==> src/i2c_pkg.sv <==
// shared types for the i2c register target
// byte, device address and bit counter vectors, target FSM states

package i2c_pkg;

  //////////////////////////////////////////////////////////////////////
  // vector types
  //////////////////////////////////////////////////////////////////////

  typedef logic [7:0] byte_t;     // data byte, sub-address or shifter
  typedef logic [6:0] dev_addr_t; // 7-bit bus address
  typedef logic [3:0] bit_cnt_t;  // bits seen in a byte, 0..8

  //////////////////////////////////////////////////////////////////////
  // target FSM
  //////////////////////////////////////////////////////////////////////

  typedef enum logic [3:0] {
    idle,       // waiting for a start
    addr_rise,  // address or sub-address bit, wait scl high
    addr_fall,  // same byte, wait scl low
    ack_phase,  // ack slot after address or sub-address
    wr_rise,    // write data bit, wait scl high
    wr_fall,    // write data bit, wait scl low
    wr_ack,     // ack slot after a stored byte
    rd_shift,   // driving read bits
    rd_ack      // host ack or nak slot
  } target_state_e;

endpackage

==> src/i2c_line_filter.sv <==
// SCL and SDA sampling with a three-sample glitch filter
// edge pulses, filtered SDA level, start and stop strobes

`timescale 1ns/1ps

module i2c_line_filter (
  input  logic clk,
  input  logic scl,
  input  logic sda_in,
  output logic scl_rise,
  output logic scl_fall,
  output logic sda_bit,
  output logic bus_start,
  output logic bus_stop
);

  // last line event codes
  localparam logic [1:0] ev_scl_rise = 2'd0;
  localparam logic [1:0] ev_scl_fall = 2'd1;
  localparam logic [1:0] ev_sda_rise = 2'd2;
  localparam logic [1:0] ev_sda_fall = 2'd3;

  logic [3:0] scl_r;      // bit 0 is the newest sample
  logic [3:0] sda_r;
  logic       sda_rise;
  logic       sda_fall;
  logic [1:0] last_event;

  always_ff @(posedge clk) begin
    scl_r <= {scl_r[2:0], scl};
    sda_r <= {sda_r[2:0], sda_in};
  end

  // edge = old level followed by three equal new samples
  assign scl_rise = (scl_r == 4'b0111);
  assign scl_fall = (scl_r == 4'b1000);
  assign sda_rise = (sda_r == 4'b0111);
  assign sda_fall = (sda_r == 4'b1000);

  // settled sda, holds while samples disagree
  always_ff @(posedge clk) begin
    if (sda_r[2:0] == 3'b111) begin
      sda_bit <= 1'b1;
    end else if (sda_r[2:0] == 3'b000) begin
      sda_bit <= 1'b0;
    end
  end

  // remember which line moved last
  always_ff @(posedge clk) begin
    if (scl_rise) begin
      last_event <= ev_scl_rise;
    end else if (scl_fall) begin
      last_event <= ev_scl_fall;
    end else if (sda_rise) begin
      last_event <= ev_sda_rise;
    end else if (sda_fall) begin
      last_event <= ev_sda_fall;
    end
  end

  // start: sda fell, then scl fell; stop: scl rose, then sda rose
  always_ff @(posedge clk) begin
    bus_start <= (last_event == ev_sda_fall) && scl_fall;
    bus_stop  <= (last_event == ev_scl_rise) && sda_rise;
  end

endmodule

==> src/i2c_target.sv <==
// i2c target protocol FSM
// address match and ack, sub-address capture, write and read byte shifting
// register address auto-increments per byte

`timescale 1ns/1ps

module i2c_target import i2c_pkg::*; #(
  parameter dev_addr_t dev_addr = 7'h70
) (
  input  logic  clk,
  input  logic  rst,
  input  logic  scl_rise,
  input  logic  scl_fall,
  input  logic  sda_bit,
  input  logic  bus_start,
  input  logic  bus_stop,
  output logic  sda_pull,
  output byte_t reg_addr,
  output logic  wen,
  output byte_t wdata,
  input  byte_t rdata
);

  target_state_e state;
  byte_t         shift;     // in and out shifter
  bit_cnt_t      bit_cnt;
  logic          addr_seen; // device address taken since last start

  assign wdata = shift; // stable through the wen cycle

  ////////////////////////////////////////////////////////////////////////
  // protocol FSM
  ////////////////////////////////////////////////////////////////////////

  always_ff @(posedge clk) begin
    if (!rst) begin
      state     <= idle;
      sda_pull  <= 1'b0;
      wen       <= 1'b0;
      reg_addr  <= '0;
      bit_cnt   <= '0;
      addr_seen <= 1'b0;
    end else if (bus_start || bus_stop) begin
      // any bus condition restarts the engine, reg_addr is kept
      state     <= bus_start ? addr_rise : idle;
      sda_pull  <= 1'b0;
      wen       <= 1'b0;
      bit_cnt   <= '0;
      addr_seen <= 1'b0;
    end else begin
      wen <= 1'b0; // single-cycle strobe
      if (wen) begin
        reg_addr <= reg_addr + 8'd1; // step after each stored byte
      end

      case (state)
        idle: begin
          sda_pull  <= 1'b0;
          bit_cnt   <= '0;
          addr_seen <= 1'b0;
        end

        // address byte, or sub-address once addr_seen
        addr_rise: begin
          if (scl_rise) begin
            shift   <= {shift[6:0], sda_bit};
            bit_cnt <= bit_cnt + 4'd1;
            state   <= addr_fall;
          end
        end

        addr_fall: begin
          if (scl_fall) begin
            if (bit_cnt < 4'd8) begin
              state <= addr_rise;
            end else if (!addr_seen && (shift[7:1] != dev_addr)) begin
              state <= idle; // someone else's address, stay off the line
            end else begin
              sda_pull <= 1'b1; // ack
              state    <= ack_phase;
            end
          end
        end

        ack_phase: begin
          if (scl_fall) begin
            sda_pull <= 1'b0;
            bit_cnt  <= '0;
            if (addr_seen) begin
              reg_addr <= shift; // sub-address
              state    <= wr_rise;
            end else if (shift[0]) begin
              // read: first byte out, msb on the line now
              shift    <= rdata;
              sda_pull <= ~rdata[7];
              reg_addr <= reg_addr + 8'd1;
              state    <= rd_shift;
            end else begin
              addr_seen <= 1'b1; // sub-address follows
              state     <= addr_rise;
            end
          end
        end

        //////////////////////////////////////////////////////////////////
        // write data
        //////////////////////////////////////////////////////////////////

        wr_rise: begin
          if (scl_rise) begin
            shift   <= {shift[6:0], sda_bit};
            bit_cnt <= bit_cnt + 4'd1;
            state   <= wr_fall;
          end
        end

        wr_fall: begin
          if (scl_fall) begin
            if (bit_cnt < 4'd8) begin
              state <= wr_rise;
            end else begin
              wen      <= 1'b1; // store the byte
              sda_pull <= 1'b1; // and ack it
              state    <= wr_ack;
            end
          end
        end

        wr_ack: begin
          if (scl_fall) begin
            sda_pull <= 1'b0;
            bit_cnt  <= '0;
            state    <= wr_rise;
          end
        end

        //////////////////////////////////////////////////////////////////
        // read data
        //////////////////////////////////////////////////////////////////

        rd_shift: begin
          if (scl_rise) begin
            bit_cnt <= bit_cnt + 4'd1;
          end
          if (scl_fall) begin
            if (bit_cnt < 4'd8) begin
              shift    <= {shift[6:0], 1'b0};
              sda_pull <= ~shift[6]; // next bit, pull only for a zero
            end else begin
              sda_pull <= 1'b0; // free the line for host ack
              state    <= rd_ack;
            end
          end
        end

        rd_ack: begin
          if (scl_rise && sda_bit) begin
            state <= idle; // host nak ends the burst
          end else if (scl_fall) begin
            shift    <= rdata;
            sda_pull <= ~rdata[7];
            reg_addr <= reg_addr + 8'd1;
            bit_cnt  <= '0;
            state    <= rd_shift;
          end
        end

        default: begin
          state <= idle;
        end
      endcase
    end
  end

endmodule

==> src/i2c_reg_bank.sv <==
// application register bank
// reg_count bytes, written on wen, read combinationally at reg_addr

`timescale 1ns/1ps

module i2c_reg_bank import i2c_pkg::*; #(
  parameter int reg_count = 16
) (
  input  logic  clk,
  input  logic  rst,
  input  logic  wen,
  input  byte_t reg_addr,
  input  byte_t wdata,
  output byte_t rdata
);

  localparam int idx_w = (reg_count > 1) ? $clog2(reg_count) : 1;

  byte_t            regs [reg_count];
  logic [idx_w-1:0] idx;

  // address wraps modulo the register count
  assign idx = idx_w'(reg_addr % reg_count);

  //////////////////////////////////////////////////////////////////////
  // storage
  //////////////////////////////////////////////////////////////////////

  always_ff @(posedge clk) begin
    if (!rst) begin
      for (int i = 0; i < reg_count; i++) begin
        regs[i] <= '0;
      end
    end else if (wen) begin
      regs[idx] <= wdata;
    end
  end

  // same index for reads, target samples it on scl_fall
  assign rdata = regs[idx];

endmodule

==> src/i2c_reg_top.sv <==
// top level of the i2c register target
// line filter, protocol FSM and register bank

`timescale 1ns/1ps

module i2c_reg_top import i2c_pkg::*; #(
  parameter dev_addr_t dev_addr  = 7'h70,
  parameter int        reg_count = 16
) (
  input  logic clk,
  input  logic rst,
  input  logic scl,      // resolved bus level
  input  logic sda_in,   // resolved bus level
  output logic sda_pull  // high pulls sda low
);

  logic  scl_rise;
  logic  scl_fall;
  logic  sda_bit;
  logic  bus_start;
  logic  bus_stop;
  byte_t reg_addr;
  logic  wen;
  byte_t wdata;
  byte_t rdata;

  i2c_line_filter u_filter (
    .clk       (clk),
    .scl       (scl),
    .sda_in    (sda_in),
    .scl_rise  (scl_rise),
    .scl_fall  (scl_fall),
    .sda_bit   (sda_bit),
    .bus_start (bus_start),
    .bus_stop  (bus_stop)
  );

  i2c_target #(.dev_addr(dev_addr)) u_target (
    .clk       (clk),
    .rst       (rst),
    .scl_rise  (scl_rise),
    .scl_fall  (scl_fall),
    .sda_bit   (sda_bit),
    .bus_start (bus_start),
    .bus_stop  (bus_stop),
    .sda_pull  (sda_pull),
    .reg_addr  (reg_addr),
    .wen       (wen),
    .wdata     (wdata),
    .rdata     (rdata)
  );

  i2c_reg_bank #(.reg_count(reg_count)) u_regs (
    .clk      (clk),
    .rst      (rst),
    .wen      (wen),
    .reg_addr (reg_addr),
    .wdata    (wdata),
    .rdata    (rdata)
  );

endmodule

==> config.mk <==
export PLATFORM = sky130hd
export DESIGN_NAME = i2c_reg_top
export DESIGN_NICKNAME = d
export VERILOG_FILES = /design/src/i2c_pkg.sv /design/src/i2c_line_filter.sv /design/src/i2c_target.sv /design/src/i2c_reg_bank.sv /design/src/i2c_reg_top.sv
export SDC_FILE = /design/constraint.sdc
export NUM_CORES = 1
export LEC_CHECK = 0
export BUFFER_PORTS_ARGS = -buffer_cell sky130_fd_sc_hd__buf_2
export CAP_MARGIN = 40
export CORE_MARGIN = 2
export CORE_UTILIZATION = 52
export DETAILED_ROUTE_END_ITERATION = 10
export GPL_TIMING_DRIVEN = 0
export PLACE_DENSITY = 0.82
export REMOVE_ABC_BUFFERS = 1
export SYNTH_ARGS = -nofsm -noshare
export SYNTH_HDL_FRONTEND = slang
export SYNTH_HIERARCHICAL = 1
export SYNTH_SLANG_ARGS = --single-unit
==> constraint.sdc <==
create_clock -name clk -period 2.6 [get_ports clk]
set_clock_uncertainty 0.05 [all_clocks]
set_input_delay 0.26 -clock clk [delete_from_list [all_inputs] [get_ports clk]]
set_output_delay 0.26 -clock clk [all_outputs]
set_load 0.01 [all_outputs]
==> metrics, run 1 <==
Setup crit end kind=flip-flop; IO Pins=5; final setup vio count=0; power density over cell area=627 nW/µm²; mean routed wirelength per cell=20.8 µm; flop2flop setup slack=0.08 ns; placed cells=837; critical path type=flip-flop to flip-flop; CTS tree=done; initial antenna violation count=0; overall routing resource usage=22.6%; critical path arrival=2.58 ns; Layout area overhead=10.5%; GPL Wtd Cong=approximately 0.90; H-tree Lvls=4; yosys warns=6; fin nets=between 600 and 700; Finished Layout Cells=about 870; drt total wl=18.1 mm; first-pass GRT wire length=28.3 mm; CTS Buf Count=17; Rows=45; commonest cells after routing, fill and taps aside=136 x edfxtp_1, 132 x and2_1, 32 x mux4_2; via count=5527; ratio of cells with drive above 1 in the final layout=16.2%; max-cap violation count=0; DRC Markers=0; global route total overflow=0; reg2reg end=u_target/wdata[2]; reg2reg path depth=4; DIE AREA=16700 µm²; Clock Root Buffer=clkbuf_16; Final min period=around 2.5 ns; Max rail drop VDD=0.474 mV; commonest non-fill, non-tap cell in the layout=edfxtp_1; RSZ-0062 raised after global routing=true; synthesized cell area=8160 µm²; worst min-delay path startpoint=rst; die width=129 µm; Mean Syn Cell Area=between 10 and 15 µm²; Clock Tree Buf Depth=2; final hold vios=0; core area=15300 µm²; fin crit share=97.0%; setup TNS=0 ns; vias in the first global route=about 5400; ANT cells=0; Initial Util=53.5%; TritonRoute pass-1 iters=5; Pleak=3.04 nW; Slew @ Worst Pin=0.796 ns; Peak Freq=a little under 0.4 GHz; hold endpoint=u_target/reg_addr[2]; Worst Slack Setup Final=roughly 0.078 ns; Final Max Slew Viols=0; TritonCTS Sinks=about 160; largest net degree at the start of global routing=38; CTS clk-pin slew, worst paths=0.07 ns; CP Launch Type=flip-flop; status=finished clean; hold depth=2; DPL Wire Length=around 12 mm; Antenna Nets Post-Route=0; vias per cell=6.33; Hold/Removal Path Class=input pin to flip-flop; die height=129 µm; Final Core Density=59.1%; WP data required=2.66 ns; worst skew pair latency=0.43 ns; pre-CTS setup slack=-0.390 ns; drt first-iter violations=621; number of port buffers=4; worst rel slew slack=46.4%; worst r2r src=u_filter/bus_stop; Max FO, Critical Path=9; Syn Inst Count=roughly 660
==> stage by stage <==
step,power (mW),hold WS [ns],cell area [µm²]
floorplan,3.19,0.238,7930
global placement,3.25,0.313,8210
detailed placement,3.28,0.315,8360
CTS,5.69,0.243,8990
global route,5.81,0.280,9020
finish,5.66,0.270,9020
==> worst max-delay path by stage <==
stage	startpoint	endpoint	slack, ns
final	u_filter/bus_stop	u_target/wdata[2]	0.08
after global routing	u_target/reg_addr[3]	u_regs/regs[8][0]	0.0008
after CTS	u_target/reg_addr[2]	u_regs/regs[4][7]	0.02
after detailed placement	u_filter/scl_r[1]	u_target/wdata[4]	-0.39
after global placement	u_target/reg_addr[0]	u_regs/regs[11][1]	-2.01
after floorplan	u_target/reg_addr[0]	u_regs/regs[7][0]	-0.73
==> critical path, stage by stage, from the launching register on <==
cell and delay (ns):
dfxtp_1 0.33, nor2_1 0.48, nand2_1 0.37, or4b_1 0.70, a21oi_4 0.27
==> state kept, by name (all words and copies together) (netlist names) <==
| signal | cells |
|---|---|
| u_filter/bus_start | 1 |
| u_regs/regs | 128 |
| u_target/addr_seen | 1 |
| u_target/state | 4 |
| u_target/bit_cnt | 4 |
| u_target/wdata | 8 |
| u_target/sda_pull | 1 |
| u_target/reg_addr | 4 |
| u_filter/scl_r | 4 |
| u_target/wen | 1 |
| u_filter/bus_stop | 1 |
| u_filter/sda_r | 4 |
| u_filter/last_event | 2 |
| u_filter/sda_bit | 1 |
==> final cells by class <==
| class | instances | area [µm²] |
|---|---|---|
| clock buffers | 18 | 429 |
| clock inverters | 14 | 140 |
| fillers | 1141 | 6230 |
| inverters | 12 | 45.0 |
| multi-input cells | 429 | 3290 |
| flip-flops and latches | 164 | 4650 |
| well taps | 211 | 264 |
| repair buffers | 25 | 204 |
==> timing repair <==
item / CTS / global route
endpoints found under the setup margin: 63 / 20
hold buffers: 2 / 0
setup buffers: 1 / 1
hold endpoints to repair: 2 / 0
resized for setup: 11 / 4
pin swaps: 1 / 1
==> report_power, final <==
| part | internal (mW) | leakage, nW | switching, mW |
|---|---|---|---|
| sequential | 2.95 | 1.52 | 0.0556 |
| clock | 1.35 | 0.276 | 1.07 |
| combinational | 0.0986 | 1.25 | 0.127 |
| total | 4.40 | 3.04 | 1.26 |
==> per-layer routing <==
metal  part of all wire, %  GRT usage [%]  vias to the layer above
met2                    50           37.9                      294
met4                   3.5           10.3                        0
met1                    38           28.3                     2715
met3                   8.3           5.04                       63
met5                     0              0                        -
li1                      -              -                     2455
Power figures use the tool's default switching activity.
==> inputs of run 2 (changes only) <==
--- a/config.mk
+++ b/config.mk
@@ -5,13 +5,15 @@
 export SDC_FILE = /design/constraint.sdc
 export NUM_CORES = 1
 export LEC_CHECK = 0
+export ABC_AREA = 1
 export BUFFER_PORTS_ARGS = -buffer_cell sky130_fd_sc_hd__buf_2
 export CAP_MARGIN = 40
 export CORE_MARGIN = 2
-export CORE_UTILIZATION = 52
+export CORE_UTILIZATION = 47
+export CTS_CLUSTER_SIZE = 25
 export DETAILED_ROUTE_END_ITERATION = 10
 export GPL_TIMING_DRIVEN = 0
-export PLACE_DENSITY = 0.82
+export PLACE_DENSITY = 0.76
 export REMOVE_ABC_BUFFERS = 1
 export SYNTH_ARGS = -nofsm -noshare
 export SYNTH_HDL_FRONTEND = slang
==> metrics, run 2 <==
initial antenna violation count=0; fin crit share=roughly 96%; worst rel slew slack=between 40 and 50%; commonest non-fill, non-tap cell in the layout=nand2_1; Max rail drop VDD=0.472 mV; DRC Markers=0; Final Core Density=52.7%; Mean Syn Cell Area=7.91 µm²; CTS tree=done; final setup vio count=0; Finished Layout Cells=1270; critical path type=flip-flop to flip-flop; TritonRoute pass-1 iters=5; WP data required=2.63 ns; combinational power share=13.4%; Final min period=2.50 ns; status=finished clean; setup bufs post-CTS=0; power density over cell area=between 600 and 700 nW/µm²; DIE AREA=18600 µm²; Clock Root Buffer=clkbuf_16; Max FO, Critical Path=34; commonest cells after routing, fill and taps aside=470 x nand2_1, 175 x nor2_1, 136 x edfxtp_1; ratio of cells with drive above 1 in the final layout=a little under 7%; Sw Pwr=1.71 mW; number of port buffers=4; mean routed wirelength per cell=~15 µm; H-tree Lvls=4; vias per cell=5.23; Initial Util=between 40% and 50%; Pint=4.64 mW; Final Max Slew Viols=0; worst skew pair latency=0.43 ns; Rows=48; CP Launch Type=flip-flop; yosys warns=6; fin nets=between 1000 and 1500; vias in the first global route=6075; Syn Inst Count=roughly 1000; setup TNS=0 ns; first-pass GRT wire length=30.0 mm; Largest register FFs=128; synthesized cell area=8250 µm²; global route total overflow=0; Peak Freq=0.400 GHz; max-cap violation count=0; drt first-iter violations=692; Setup crit end kind=flip-flop; critical path arrival=2.53 ns; Pleak=approximately 4.2 nW; Biggest register=u_regs/regs; DPL Wire Length=roughly 12 mm; die width=136 µm; die height=136 µm; final hold vios=0; largest net degree at the start of global routing=42; CTS Buf Count=17; Clock power frac=38.3%; GPL Wtd Cong=0.921; Layout area overhead=10.2%; Net Sw Frac=27.0%; CTS clk-pin slew, worst paths=around 0.06 ns; IO Pins=5; core area=17200 µm²; drt total wl=18.9 mm; TritonCTS Sinks=164; overall routing resource usage=a little over a fifth; Clock Tree Buf Depth=2; ANT cells=0; Hold/Removal Path Class=input pin to flip-flop; Antenna Nets Post-Route=0; RSZ-0062 raised after global routing=false; sequential share of power=48.3%; Slew @ Worst Pin=0.840 ns; via count=6637; placed cells=around 1200
## run 2: cell type report
class,instances,area [µm²]
clock buffers,24,527
clock inverters,8,60.1
fillers,1547,8150
inverters,83,314
multi-input cells,756,3140
flip-flops and latches,164,4650
well taps,225,282
repair buffers,10,113
## run 2: layer usage
| metal | vias to the layer above | routed length, µm | part of all wire, % | global-route usage, % |
|---|---|---|---|---|
| li1 | 3266 | - | - | - |
| met1 | 3063 | 8250 | 44 | 28.5 |
| met2 | 266 | 8890 | 47 | 33.8 |
| met3 | 42 | 1320 | 7.0 | 3.36 |
| met4 | 0 | 454 | 2.4 | 8.68 |
| met5 | - | 0 | 0 | 0 |
## run 2: power groups by stage
stage / clock network, mW / logic, mW / registers (mW)
finish: 2.43 / 0.854 / 3.07
detailed placement: 0 / 0.833 / 3.12
floorplan: 0 / 0.583 / 3.11
global placement: 0 / 0.790 / 3.13
CTS: 2.45 / 0.841 / 3.07
global route: 2.56 / 0.946 / 3.08
## run 2: repair_timing
action | CTS | global route
hold endpoints to repair | 2 | 0
endpoints found under the setup margin | 137 | 102
gates cloned | 0 | 0
hold buffers | 2 | 0
resized for setup | 3 | 5
## run 2: worst paths after layout
| kind | startpoint | cells past startpoint | slack (ns) | to |
|---|---|---|---|---|
| setup / recovery | u_target/reg_addr[1] | 4 | 0.10 | u_regs/regs[7][5] |
| hold / removal | rst | 3 | 0.29 | u_target/state[0] |
| setup reg to reg | u_target/reg_addr[1] | 4 | 0.10 | u_regs/regs[7][5] |
| hold reg to reg | u_filter/scl_r[1] | 0 | 0.31 | u_filter/scl_r[2] |
## run 2: stage by stage
step	hold WS [ns]	setup WS, ns	total power [mW]	cell area (µm²)
after detailed placement	0.308	-0.501	3.95	8450
after CTS	0.278	0.0102	6.35	9070
after global placement	0.303	-2.65	3.92	8380
final	0.286	0.102	6.35	9090
after floorplan	0.238	-0.855	3.69	8080
after global routing	0.323	0.00394	6.59	9090
## run 2: critical path, stage by stage (launching register included)
cell	delay, ns
dfxtp_2	0.58
inv_2	0.36
nor3_4	0.42
nand2_1	0.30
nand2_1	0.42
==> inputs of run 3 (changes only) <==
--- a/config.mk
+++ b/config.mk
@@ -13,7 +13,7 @@
 export CTS_CLUSTER_SIZE = 25
 export DETAILED_ROUTE_END_ITERATION = 10
 export GPL_TIMING_DRIVEN = 0
-export PLACE_DENSITY = 0.76
+export PLACE_DENSITY = 0.74
 export REMOVE_ABC_BUFFERS = 1
 export SYNTH_ARGS = -nofsm -noshare
 export SYNTH_HDL_FRONTEND = slang
==> constraint.sdc (replaced) <==
create_clock -name clk -period 3.2 [get_ports clk]
set_clock_uncertainty 0.05 [all_clocks]
set_input_delay 0.32 -clock clk [delete_from_list [all_inputs] [get_ports clk]]
set_output_delay 0.32 -clock clk [all_outputs]
set_load 0.01 [all_outputs]
==> metrics, run 3 (same netlist as run 2, synthesis figures left out) <==
Finished Layout Cells=1268; via count=6636; CTS clk-pin slew, worst paths=0.06 ns; GPL Wtd Cong=~0.9; fin crit share=88.7%; delay-heaviest family, CP=simple AND/OR/NAND/NOR gates; setup TNS=0 ns; DIE AREA=between 15000 and 20000 µm²; core area=about 17000 µm²; commonest non-fill, non-tap cell in the layout=nand2_1; Pleak=4.14 nW; vias per cell=5.23; power density over cell area=563 nW/µm²; ratio of cells with drive above 1 in the final layout=6.04%; RSZ-0062 raised after global routing=false; DRC Markers=0; critical path type=flip-flop to flip-flop; pre-CTS setup slack=around 0.11 ns; CP Launch Type=flip-flop; Peak Freq=0.352 GHz; global route total overflow=0; CTS tree=done; placed cells=~1200; max-cap violation count=0; worst skew pair latency=0.43 ns; TritonCTS Sinks=164; ANT cells=0; Final Max Slew Viols=0; initial antenna violation count=0; vias in the first global route=slightly above 6000; Initial Util=47.9%; Layout area overhead=9.03%; Worst Slack Setup Final=0.361 ns; Setup crit end kind=flip-flop; most used cell, CP=nand2_1; fin nets=1037; Largest register FFs=128; Rows=48; largest net degree at the start of global routing=42; cells along the critical path=inv_2 > nor3_2 > nand2_1 > nand2_1; Hold/Removal Path Class=flip-flop to flip-flop; overall routing resource usage=21.7%; Total Power=5.07 mW; Clock Root Buffer=clkbuf_16; drt first-iter violations=601; Final Core Density=52.2%; commonest cells after routing, fill and taps aside=471 x nand2_1, 175 x nor2_1, 136 x edfxtp_1; crit path buf inv count=1; worst rel slew slack=42.9%; TritonRoute pass-1 iters=5; Hold Slack=0.308 ns; placed cell area=8430 µm²; critical path arrival=2.87 ns; Slew @ Worst Pin=about 0.85 ns; Max FO, Critical Path=39; Biggest register=u_regs/regs; Clock Tree Buf Depth=2; drt total wl=19.4 mm; die height=136 µm; setup bufs post-CTS=0; WP data required=about 3.2 ns; final hold vios=0; Antenna Nets Post-Route=0; final setup vio count=0; CTS Buf Count=17; slowest CP cell=dfxtp_4; Final min period=approximately 2.8 ns; Max rail drop VDD=0.399 mV; status=finished clean; final instance area=~9000 µm²; die width=~140 µm; first-pass GRT wire length=30.5 mm; mean routed wirelength per cell=15.3 µm; slowest cell delay on critical path=0.65 ns; number of port buffers=4; IO Pins=5; DPL Wire Length=12.1 mm; H-tree Lvls=4
run 3: cell count changes in the layout (fill, tap and decap cells not counted), sizes merged:
cell	change
buf	-1
bufinv	+1
clkbuf	-3
clkinv	-2
clkinvlp	+3
run 3: layout make-up:
cell class                 instances  area (µm²)
timing repair buffer               9        85.1
clock buffer                      21         440
multi-input combinational        756        3120
clock inverter                    10         100
fill                            1593        8240
inverter                          83         312
sequential                       164        4650
tap                              225         282
run 3: final timing paths:
kind                              from            endpoint  slack (ns)  depth (start not counted)
setup / recovery  u_target/reg_addr[1]  u_regs/regs[15][7]        0.36                          4
hold / removal       u_filter/scl_r[1]   u_filter/scl_r[2]        0.31                          0
setup reg to reg  u_target/reg_addr[1]  u_regs/regs[15][7]        0.36                          4
hold reg to reg      u_filter/scl_r[1]   u_filter/scl_r[2]        0.31                          0
run 3: power breakdown:
part / total, mW / switching [mW] / internal [mW]
registers: 2.49 / 0.0712 / 2.42
clock network: 1.89 / 0.818 / 1.07
logic: 0.682 / 0.498 / 0.185
run 3: what timing repair did:
action / in CTS / in global routing
hold buffers: 2 / 0
setup endpoints to repair: 0 / 64
hold endpoints to repair: 2 / 0
resized for setup: 0 / 2
run 3: per-layer routing:
layer  global-route usage [%]  vias to the layer above  wire length [µm]
li1                         -                     3262                 -
met1                     28.8                     3074              8460
met2                     35.6                      266              9150
met3                     4.25                       34              1350
met4                     7.41                        0               418
met5                        0                        -                 0
